--- src/source/dma_resp_pkg.sv ---
/*
 * Shared definitions for the DMA response path
 * NoC flit layout, header field positions and packet type codes
 * Decoded packet kinds and the decoded flit struct
 * AHB-Lite transfer codes used on the write side
 */

package dma_resp_pkg;

  ////////////////////////////////////////////////////////////
  // NoC flit layout
  ////////////////////////////////////////////////////////////

  // Two framing bits on top of a 32-bit content field
  localparam int flit_width    = 34;
  localparam int flit_type_msb = 33;
  localparam int flit_type_lsb = 32;
  localparam int content_width = 32;
  localparam int content_msb   = 31;
  localparam int content_lsb   = 0;

  // Framing code carried in the top two bits
  typedef enum logic [1:0] {
    flit_middle = 2'd0,
    flit_first  = 2'd1,
    flit_last   = 2'd2,
    flit_single = 2'd3
  } flit_type_t;

  // Header fields, all inside the content field
  localparam int pkt_type_msb  = 31;
  localparam int pkt_type_lsb  = 28;
  localparam int resp_last_bit = 27;
  localparam int id_msb        = 3;
  localparam int id_lsb        = 0;

  // Raw packet type codes
  localparam logic [3:0] pkt_type_l2r_resp = 4'h2;
  localparam logic [3:0] pkt_type_r2l_resp = 4'h3;

  // Enough for one transfer table entry number
  localparam int table_id_width = 4;

  ////////////////////////////////////////////////////////////
  // Decoded flit
  ////////////////////////////////////////////////////////////

  // Kind is only set on the header flit of a packet
  typedef enum logic [1:0] {
    kind_none     = 2'd0,
    kind_l2r_resp = 2'd1,
    kind_r2l_resp = 2'd2
  } pkt_kind_t;

  typedef struct packed {
    pkt_kind_t                 kind;
    logic                      is_first;
    logic                      is_last;
    logic                      resp_last;
    logic [table_id_width-1:0] id;
    logic [content_width-1:0]  content;
  } dma_flit_t;

  // Bus side
  localparam int         bus_addr_width = 32;
  localparam logic [1:0] trans_idle     = 2'b00;
  localparam logic [1:0] trans_nonseq   = 2'b10;
  localparam logic [1:0] trans_seq      = 2'b11;

endpackage
--- src/source/dma_resp_path.sv ---
/*
 * Top level of the DMA response path
 * NoC framer, packet buffer and AHB-Lite writer in a chain
 */

`timescale 1ns/1ns

module dma_resp_path #(
  parameter int buffer_depth = 16
) (
  input  logic                                    clk,
  input  logic                                    rst,
  // NoC side
  input  logic [dma_resp_pkg::flit_width-1:0]     noc_flit,
  input  logic                                    noc_valid,
  output logic                                    noc_ready,
  // Bus side
  output logic                                    bus_sel,
  output logic                                    bus_write,
  output logic                                    bus_lock,
  output logic [1:0]                              bus_trans,
  output logic [dma_resp_pkg::bus_addr_width-1:0] bus_addr,
  output logic [dma_resp_pkg::bus_addr_width-1:0] bus_wdata,
  input  logic                                    bus_ready,
  // Completion
  output logic                                    done_en,
  output logic [dma_resp_pkg::table_id_width-1:0] done_id
);

  dma_resp_pkg::dma_flit_t frm_flit;
  logic                    frm_valid;
  logic                    frm_ready;
  dma_resp_pkg::dma_flit_t buf_flit;
  logic                    buf_valid;
  logic                    buf_ready;

  // Header decode and drop of unknown packets
  dma_flit_framer u_framer (
    .clk       (clk),
    .rst       (rst),
    .noc_flit  (noc_flit),
    .noc_valid (noc_valid),
    .noc_ready (noc_ready),
    .frm_flit  (frm_flit),
    .frm_valid (frm_valid),
    .frm_ready (frm_ready)
  );

  // Absorbs one full packet
  dma_packet_buffer #(
    .buffer_depth (buffer_depth)
  ) u_buffer (
    .clk       (clk),
    .rst       (rst),
    .in_flit   (frm_flit),
    .in_valid  (frm_valid),
    .in_ready  (frm_ready),
    .out_flit  (buf_flit),
    .out_valid (buf_valid),
    .out_ready (buf_ready)
  );

  dma_resp_writer u_writer (
    .clk       (clk),
    .rst       (rst),
    .buf_flit  (buf_flit),
    .buf_valid (buf_valid),
    .buf_ready (buf_ready),
    .bus_sel   (bus_sel),
    .bus_write (bus_write),
    .bus_lock  (bus_lock),
    .bus_trans (bus_trans),
    .bus_addr  (bus_addr),
    .bus_wdata (bus_wdata),
    .bus_ready (bus_ready),
    .done_en   (done_en),
    .done_id   (done_id)
  );

endmodule

--- src/source/dma_resp_writer.sv ---
/*
 * Bus writer of the DMA response path
 * FSM turning remote-to-local responses into AHB-Lite word writes
 * Pulses the completion strobe for finished table entries
 */

`timescale 1ns/1ns

module dma_resp_writer (
  input  logic                                    clk,
  input  logic                                    rst,
  input  dma_resp_pkg::dma_flit_t                 buf_flit,
  input  logic                                    buf_valid,
  output logic                                    buf_ready,
  output logic                                    bus_sel,
  output logic                                    bus_write,
  output logic                                    bus_lock,
  output logic [1:0]                              bus_trans,
  output logic [dma_resp_pkg::bus_addr_width-1:0] bus_addr,
  output logic [dma_resp_pkg::bus_addr_width-1:0] bus_wdata,
  input  logic                                    bus_ready,
  output logic                                    done_en,
  output logic [dma_resp_pkg::table_id_width-1:0] done_id
);

  typedef enum logic [1:0] {
    st_idle     = 2'd0,
    st_get_size = 2'd1,
    st_get_addr = 2'd2,
    st_data     = 2'd3
  } state_t;

  state_t                                  state;
  state_t                                  state_next;
  logic [dma_resp_pkg::bus_addr_width-1:0] addr_q;
  logic [dma_resp_pkg::bus_addr_width-1:0] addr_next;
  logic [dma_resp_pkg::table_id_width-1:0] resp_id;
  logic [dma_resp_pkg::table_id_width-1:0] resp_id_next;
  logic                                    resp_last;
  logic                                    resp_last_next;
  logic                                    first_beat;
  logic                                    first_beat_next;
  logic                                    beat;

  assign bus_addr  = addr_q;
  // Write data comes straight from the buffer head
  assign bus_wdata = buf_flit.content;
  assign beat      = bus_sel && bus_ready;

  ////////////////////////////////////////////////////////////
  // Next state and bus outputs
  ////////////////////////////////////////////////////////////

  always_comb begin
    state_next      = state;
    addr_next       = addr_q;
    resp_id_next    = resp_id;
    resp_last_next  = resp_last;
    first_beat_next = first_beat;

    buf_ready = 1'b0;
    bus_sel   = 1'b0;
    bus_write = 1'b0;
    bus_lock  = 1'b0;
    bus_trans = dma_resp_pkg::trans_idle;
    done_en   = 1'b0;
    done_id   = resp_id;

    case (state)
      st_idle: begin
        // One header per cycle
        buf_ready = 1'b1;
        if (buf_valid && buf_flit.is_first) begin
          case (buf_flit.kind)
            dma_resp_pkg::kind_l2r_resp: begin
              done_en = 1'b1;
              done_id = buf_flit.id;
            end
            dma_resp_pkg::kind_r2l_resp: begin
              resp_id_next   = buf_flit.id;
              resp_last_next = buf_flit.resp_last;
              state_next     = st_get_size;
            end
            default: state_next = st_idle;
          endcase
        end
      end
      st_get_size: begin
        // Size flit is not needed, the last tag ends the burst
        buf_ready = 1'b1;
        if (buf_valid) begin
          state_next = st_get_addr;
        end
      end
      st_get_addr: begin
        buf_ready = 1'b1;
        if (buf_valid) begin
          addr_next       = buf_flit.content;
          first_beat_next = 1'b1;
          state_next      = st_data;
        end
      end
      st_data: begin
        // Lock held across the burst, select only with data present
        bus_lock  = 1'b1;
        bus_sel   = buf_valid;
        bus_write = buf_valid;
        if (buf_valid) begin
          bus_trans = first_beat ? dma_resp_pkg::trans_nonseq : dma_resp_pkg::trans_seq;
        end
        buf_ready = bus_ready;
        if (beat) begin
          addr_next       = addr_q + dma_resp_pkg::bus_addr_width'(4);
          first_beat_next = 1'b0;
          if (buf_flit.is_last) begin
            state_next = st_idle;
            if (resp_last) begin
              done_en = 1'b1;
              done_id = resp_id;
            end
          end
        end
      end
      default: state_next = st_idle;
    endcase
  end

  ////////////////////////////////////////////////////////////
  // Registers
  ////////////////////////////////////////////////////////////

  always_ff @(posedge clk) begin
    if (rst) begin
      state      <= st_idle;
      first_beat <= 1'b0;
    end else begin
      state      <= state_next;
      first_beat <= first_beat_next;
    end
  end

  // Burst address and latched header fields
  always_ff @(posedge clk) begin
    addr_q    <= addr_next;
    resp_id   <= resp_id_next;
    resp_last <= resp_last_next;
  end

endmodule

--- src/source/dma_packet_buffer.sv ---
/*
 * Packet buffer between the framer and the bus writer
 * Circular FIFO of decoded flits, valid/ready on both sides
 * Read and write may happen in the same cycle
 */

`timescale 1ns/1ns

module dma_packet_buffer #(
  parameter int buffer_depth = 16
) (
  input  logic                    clk,
  input  logic                    rst,
  input  dma_resp_pkg::dma_flit_t in_flit,
  input  logic                    in_valid,
  output logic                    in_ready,
  output dma_resp_pkg::dma_flit_t out_flit,
  output logic                    out_valid,
  input  logic                    out_ready
);

  ////////////////////////////////////////////////////////////
  // Storage and pointers
  ////////////////////////////////////////////////////////////

  // Depth is a power of two so pointers wrap on their own
  localparam int ptr_width = $clog2(buffer_depth);
  localparam logic [ptr_width:0] full_count = (ptr_width + 1)'(buffer_depth);

  dma_resp_pkg::dma_flit_t mem [buffer_depth];

  logic [ptr_width-1:0] wr_ptr;
  logic [ptr_width-1:0] rd_ptr;
  logic [ptr_width:0]   count;
  logic                 do_write;
  logic                 do_read;

  // Full blocks the framer, empty hides the output
  assign in_ready  = (count != full_count);
  assign out_valid = (count != '0);
  assign out_flit  = mem[rd_ptr];

  assign do_write = in_valid && in_ready;
  assign do_read  = out_valid && out_ready;

  ////////////////////////////////////////////////////////////
  // Control
  ////////////////////////////////////////////////////////////

  always_ff @(posedge clk) begin
    if (rst) begin
      wr_ptr <= '0;
      rd_ptr <= '0;
      count  <= '0;
    end else begin
      if (do_write) begin
        wr_ptr <= wr_ptr + 1'b1;
      end
      if (do_read) begin
        rd_ptr <= rd_ptr + 1'b1;
      end
      // Simultaneous read and write keeps the count
      case ({do_write, do_read})
        2'b10:   count <= count + 1'b1;
        2'b01:   count <= count - 1'b1;
        default: count <= count;
      endcase
    end
  end

  // Flit memory
  always_ff @(posedge clk) begin
    if (do_write) begin
      mem[wr_ptr] <= in_flit;
    end
  end

endmodule

--- src/source/dma_flit_framer.sv ---
/*
 * NoC input stage of the DMA response path
 * One register stage with valid/ready on both sides
 * Decodes each packet header once and tags every flit with first/last
 * Packets with an unknown type are accepted and dropped
 */

`timescale 1ns/1ns

module dma_flit_framer (
  input  logic                                clk,
  input  logic                                rst,
  input  logic [dma_resp_pkg::flit_width-1:0] noc_flit,
  input  logic                                noc_valid,
  output logic                                noc_ready,
  output dma_resp_pkg::dma_flit_t             frm_flit,
  output logic                                frm_valid,
  input  logic                                frm_ready
);

  dma_resp_pkg::flit_type_t                in_type;
  dma_resp_pkg::pkt_kind_t                 hdr_kind;
  dma_resp_pkg::dma_flit_t                 next_flit;
  logic [3:0]                              in_pkt_type;
  logic                                    in_end;
  logic                                    accept;
  logic                                    forward;
  logic                                    expect_header;
  logic                                    dropping;
  logic                                    hdr_resp_last;
  logic [dma_resp_pkg::table_id_width-1:0] hdr_id;

  // Stage can take a flit when empty or draining this cycle
  assign noc_ready = !frm_valid || frm_ready;
  assign accept    = noc_valid && noc_ready;

  assign in_type     = dma_resp_pkg::flit_type_t'(noc_flit[dma_resp_pkg::flit_type_msb:
                                                           dma_resp_pkg::flit_type_lsb]);
  assign in_end      = (in_type == dma_resp_pkg::flit_last) ||
                       (in_type == dma_resp_pkg::flit_single);
  assign in_pkt_type = noc_flit[dma_resp_pkg::pkt_type_msb:dma_resp_pkg::pkt_type_lsb];

  // Header decode, unknown codes map to none
  always_comb begin
    case (in_pkt_type)
      dma_resp_pkg::pkt_type_l2r_resp: hdr_kind = dma_resp_pkg::kind_l2r_resp;
      dma_resp_pkg::pkt_type_r2l_resp: hdr_kind = dma_resp_pkg::kind_r2l_resp;
      default:                         hdr_kind = dma_resp_pkg::kind_none;
    endcase
  end

  // Unknown header or rest of a dropped packet goes nowhere
  assign forward = expect_header ? (hdr_kind != dma_resp_pkg::kind_none) : !dropping;

  always_comb begin
    next_flit.content  = noc_flit[dma_resp_pkg::content_msb:dma_resp_pkg::content_lsb];
    next_flit.is_first = expect_header;
    next_flit.is_last  = in_end;
    if (expect_header) begin
      next_flit.kind      = hdr_kind;
      next_flit.resp_last = noc_flit[dma_resp_pkg::resp_last_bit];
      next_flit.id        = noc_flit[dma_resp_pkg::id_msb:dma_resp_pkg::id_lsb];
    end else begin
      // Body flits carry the header's id and flag
      next_flit.kind      = dma_resp_pkg::kind_none;
      next_flit.resp_last = hdr_resp_last;
      next_flit.id        = hdr_id;
    end
  end

  always_ff @(posedge clk) begin
    if (rst) begin
      frm_valid     <= 1'b0;
      expect_header <= 1'b1;
      dropping      <= 1'b0;
    end else begin
      if (accept) begin
        expect_header <= in_end;
        if (expect_header) begin
          dropping <= (hdr_kind == dma_resp_pkg::kind_none) && !in_end;
        end else if (in_end) begin
          dropping <= 1'b0;
        end
      end
      if (accept && forward) begin
        frm_valid <= 1'b1;
      end else if (frm_ready) begin
        frm_valid <= 1'b0;
      end
    end
  end

  // Payload and header fields
  always_ff @(posedge clk) begin
    if (accept && forward) begin
      frm_flit <= next_flit;
    end
    if (accept && expect_header) begin
      hdr_id        <= noc_flit[dma_resp_pkg::id_msb:dma_resp_pkg::id_lsb];
      hdr_resp_last <= noc_flit[dma_resp_pkg::resp_last_bit];
    end
  end

endmodule

--- config.mk ---
export PLATFORM = sky130hd
export DESIGN_NAME = dma_resp_path
export DESIGN_NICKNAME = d
export VERILOG_FILES = /design/src/source/dma_resp_pkg.sv /design/src/source/dma_resp_path.sv /design/src/source/dma_resp_writer.sv /design/src/source/dma_packet_buffer.sv /design/src/source/dma_flit_framer.sv
export SDC_FILE = /design/constraint.sdc
export NUM_CORES = 1
export LEC_CHECK = 0
export ABC_AREA = 1
export BUFFER_PORTS_ARGS = -buffer_cell sky130_fd_sc_hd__buf_2
export CORE_MARGIN = 2
export CORE_UTILIZATION = 36
export DETAILED_ROUTE_END_ITERATION = 12
export HOLD_SLACK_MARGIN = 0.05
export PLACE_DENSITY_LB_ADDON = 0.2
export SLEW_MARGIN = 20
export SYNTH_ARGS = -nofsm -noshare
export SYNTH_HDL_FRONTEND = slang
export SYNTH_HIERARCHICAL = 1
export SYNTH_SLANG_ARGS = --single-unit
--- constraint.sdc ---
create_clock -name clk -period 5.36 [get_ports clk]
set_input_delay 1.34 -clock clk [delete_from_list [all_inputs] [get_ports clk]]
set_output_delay 1.34 -clock clk [all_outputs]
set_load 0.03 [all_outputs]
After elaboration in Yosys (flattened, before gate mapping)
Memory sizes are Yosys's and may differ from the RTL's. A register that Yosys moved wholly into a read port is not among the register bits.
Index checks and enable logic that the tools add are counted.

storage, ports and cells
  memory bits (writable) = 656
  output and inout bits = 75
  bits in registers = 102
  memories kept = 1
  input bits = 38
  logic and storage cells = 109

operators by class
  reduce and logical (&&, ||, !) cells = 26
  add/sub/neg operators = 5
  muxes and demuxes = 40
  eq/ne operators = 18

memory list
  memory        words  width  read ports  clocked after Yosys merged registers in  wr ports  line                     RTL
  u_buffer.mem  16     41     1           1                                        1         dma_packet_buffer.sv:30  dma_resp_pkg::dma_flit_t mem [buffer_depth];

operators by type and width
  kind                                               count
  2-to-1 mux 32 bit                                  2
  one-hot mux 32 bit (2 select lines)                1
  adder 32 x 3 -> 32 bit (second input constant)     1
  2-to-1 mux 4 bit                                   5
  2-to-1 mux 1 bit                                   17
  2-to-1 mux 2 bit                                   7
  == test 2 bit (second input constant)              6
  one-hot mux 5 bit (2 select lines)                 1
  nonzero test 2 bit                                 5
  adder 4 x 1 -> 4 bit (second input constant)       2
  == test 4 x 2 -> 1 bit (second input constant)     2
  logical AND 1 bit                                  8
  inequality test 2 bit (second input constant)      4
  one-hot mux 2 bit (2 select lines)                 2
  one-hot mux 2 bit (4 select lines)                 1
  == test 2 x 1 -> 1 bit (second input constant)     3
  one-hot mux 1 bit (2 select lines)                 3
  AND reduction 3 bit                                2
  AND reduction 6 bit                                1
  adder 5 x 1 -> 5 bit (second input constant)       1
  2-to-1 mux 5 bit                                   1
  inequality test 5 bit (second input constant)      1
  nonzero test 5 bit                                 1
  subtractor 5 x 1 -> 5 bit (second input constant)  1
  other kinds (6)                                    11

Logic depth before layout (Yosys ltp)
  depth after elaboration = 6
  gate-level depth with buffers = 16
  gate-level depth less buffers = 15

Cells and area by module
The synthesis kept the hierarchy.

by module, submodules not included
  module             cells each  times used  sequential area each (um^2)  area an instance (um^2)
  dma_packet_buffer  1859        1           20039.2                      27184.8
  dma_resp_writer    400         1           1171.1                       2901.5
  dma_flit_framer    92          1           1441.4                       1634.1

Least setup slack after synthesis
Ideal clock, no wire load.

  kind = register to output
  start = reg (tool-made name)
  end = out done_en
  slack = 1.866 ns
  buffers on the path = 4
  cell stages (with the launch flop) = 14
  data required time = 4.020 ns
  data arrival time = 2.154 ns
  cell sequence = dfxtp_1 buf_6 buf_6 buf_6 buf_6 a21oi_1 o21ai_0 o211ai_1 nand3_1 nand2_1 inv_1 nor3_2 a21oi_1 nor2_1

RTL lines
  what       line                 RTL
  to (decl)  dma_resp_path.sv:26  output logic done_en,

==> impl_metrics.json <==
{
  "clock_sinks": 762,
  "holdPathStages": 2,
  "grt_pass1_wl_mm": 117.0,
  "overflow": 0,
  "critPathMaxFanout": 40,
  "r2r-start": "u_buffer/count[0]",
  "setup_tns_ns": 0,
  "dr.pass1.iters": 5,
  "hold_path_class": "flip-flop to flip-flop",
  "drc": 0,
  "die_w_microns": 300.8,
  "synth_edf_count": 739,
  "cts_root_buf": "clkbuf_16",
  "rsz0062_at_grt": "no",
  "cp-start-kind": "flip-flop",
  "maxSlewViolCount": 0,
  "start_util_pct": 36.45,
  "vias": 18631,
  "r2r-end": "u_buffer/mem[11][34]",
  "status": "finished, final reports clean",
  "grt_max_degree": 133,
  "irDropWorstVdd_uv": 268.5,
  "yosys_register_bits": 762,
  "dieArea_sq_um": 90500,
  "synth_cell_types": 39,
  "die_h_microns": 300.8,
  "regToRegSetupSlack_ns": 2.29,
  "cts_resized": 0,
  "whs_endpoint": "u_writer/first_beat",
  "via_per_inst": 5.110,
  "setup_viol": 0,
  "drv_cap": 0,
  "cts_buffer_depth": 3,
  "synth_nets": 2403,
  "worstSkewPairLatency_ns": 0.63,
  "worst_slew_pin_slew_ns": 1.137,
  "place_congestion": 0.8433,
  "drive_gt1_share_pct": 12.69,
  "synth_warnings": 6,
  "fin_crit_sh_pct": 86.72,
  "wire_per_inst_microns": 21.95,
  "synth_flop_cell": "edfxtp_1",
  "n_fill_cell": 8012,
  "clk_pin_slew_ns": 0.06,
  "fin_nets": 2478,
  "yosysSeqAreaShare_pct": 71.41,
  "syn_area_sq_um": 31720,
  "layout_commonest_cell": "edfxtp_1",
  "grt_pass1_vias": 18086,
  "total_power_mw": 17.14,
  "fp-row-count": 108,
  "worstSetupEndpointType": "output pin",
  "htree_levels": 3,
  "criticalPathCategory": "flip-flop to output pin",
  "fin_crit_ns": 4.648,
  "required_ns": 4.02,
  "finClkSkew_ns": 0.02604,
  "area_growth_pct": 12.59,
  "cts_tree": "yes",
  "avgSynthCellArea_sq_um": 13.49,
  "wirelength_mm": 80.03,
  "synthArstFlopShare_pct": 0,
  "ant_nets": 0,
  "finalHoldViolations": 0,
  "final_cell_mix": "edfxtp_1, nand2_1, inv_1",
  "leakagePower_nw": 12.46,
  "cts_made_buffers": 83,
  "power_density_nw_per_um2": 480.0,
  "r2r_cells": 7,
  "pin_count": 113,
  "fmax_ghz": 0.2151,
  "min_from": "u_writer/first_beat",
  "arrival_ns": 3.31,
  "core_area_sq_um": 87020,
  "post_cts_buffers": 0,
  "drt_iter0_markers": 1472,
  "synth_cells": 2351,
  "io_buffers": 111,
  "max_slew_margin_pct": 24.04,
  "track_usage_pct": 17.52,
  "antenna_found_initial": 3,
  "hpwlAfterDp_mm": 43.97,
  "holdBufCountCts": 0
}
[worst max path at each step]
stage | start | to | slack, ns | cells after the start
2_1_floorplan | flip-flop | done_en | 1.87 | 13
3_3_place_gp | flip-flop | done_id[0] | 1.37 | 10
3_5_place_dp | flip-flop | done_id[0] | 1.36 | 10
4_1_cts | flip-flop | done_id[0] | 0.66 | 10
5_1_grt | flip-flop | done_id[0] | 0.49 | 10
6_report | flip-flop | done_id[0] | 0.71 | 10
[synthesized netlist by cell type (all sizes together), types with 2 or more instances]
master,count,share of area [%]
edfxtp,739,70
or2,4,0.079
clkbuf,64,0.76
inv,235,2.8
xor2,10,0.28
mux2i,164,5.2
nor3b,8,0.19
a21oi,171,2.7
nor2,89,1.3
a211oi,3,0.071
nand3,101,1.6
nor3,5,0.095
buf,99,2.7
ha,14,0.55
o211ai,165,3.9
o21ai,208,3.3
nand4,2,0.039
dfxtp,23,1.5
o31ai,2,0.063
nand2,236,2.8
nor4,2,0.039
and2,3,0.059
[worst max-delay path: stages, from the launching register on]
cell,delay [ns]
dfxtp_4,0.64
buf_4,0.56
a21oi_1,0.07
o21ai_0,0.11
o211ai_1,0.12
nand3_1,0.13
nand2_1,0.15
nand3_1,0.16
nor3_2,0.08
o21ai_0,0.35
buf_2,0.28
[cell type report]
type                    count  area, sq um  area share [%]
clock buffers             107         2231           6.247
clock inverters            42        352.8          0.9880
diodes                      1        2.502        0.007007
multi-input cells        1191         7212           20.19
inverters                 235        884.6           2.477
repair buffers            153        920.9           2.579
flip-flops and latches    762        22660           63.46
well taps                1155         1445           4.047
[per-layer routing]
metal	global-route usage, %	vias up	wire (microns)
li1	-	8688	-
met1	23.87	9423	36300
met2	29.30	425	38590
met3	2.677	93	3761
met4	4.513	2	1360
met5	0	-	13
[logic make-up (layout without fill, tap and decap cells)]
family | Yosys count | after routing | share of synthesized area (%)
AO/OA/AOI/OAI | 551 | 551 | 10.08
other | 0 | 1 | 0
flip-flops | 762 | 762 | 71.41
buffers and inverters | 398 | 537 | 6.232
AND/OR/NAND/NOR | 451 | 451 | 6.248
adder cells (fa/ha/maj) | 14 | 14 | 0.5522
XOR/XNOR | 11 | 11 | 0.3037
multiplexers | 164 | 164 | 5.175
[sequential cells by signal, indices dropped and copies added (netlist names), named ones only]
signal,flops
u_buffer/count,5
u_buffer/mem,656
u_buffer/rd_ptr,4
u_buffer/wr_ptr,4
u_framer/dropping,1
u_framer/expect_header,1
u_framer/frm_flit,41
u_framer/frm_valid,1
u_framer/hdr_id,4
u_framer/hdr_resp_last,1
u_writer/bus_addr,32
u_writer/first_beat,1
u_writer/resp_id,4
u_writer/resp_last,1
u_writer/state,2
[per-stage QoR]
stage | area, sq um | setup WS [ns] | hold WS [ns] | utilization (%) | std cells
2_1_floorplan | 31720 | 1.866 | 0.4334 | - | 2351
6_report | 35710 | 0.7119 | 0.4644 | 41.04 | 3646
5_1_grt | 35710 | 0.4894 | 0.4952 | 41.04 | 3645
4_1_cts | 35710 | 0.6553 | 0.4698 | 41.04 | 3645
3_5_place_dp | 33130 | 1.362 | 0.4599 | 38.07 | 3496
3_3_place_gp | 33130 | 1.367 | 0.4530 | 38.07 | 3496
[where the power goes]
group	leakage [nW]	total (mW)	switching (mW)	internal, mW
Sequential	6.86	7.13	0.329	6.80
Clock	1.26	5.43	2.26	3.17
Combinational	4.34	4.58	3.13	1.45
Total	12.5	17.1	5.71	11.4
No activity file was read; power rests on OpenSTA's default activity.
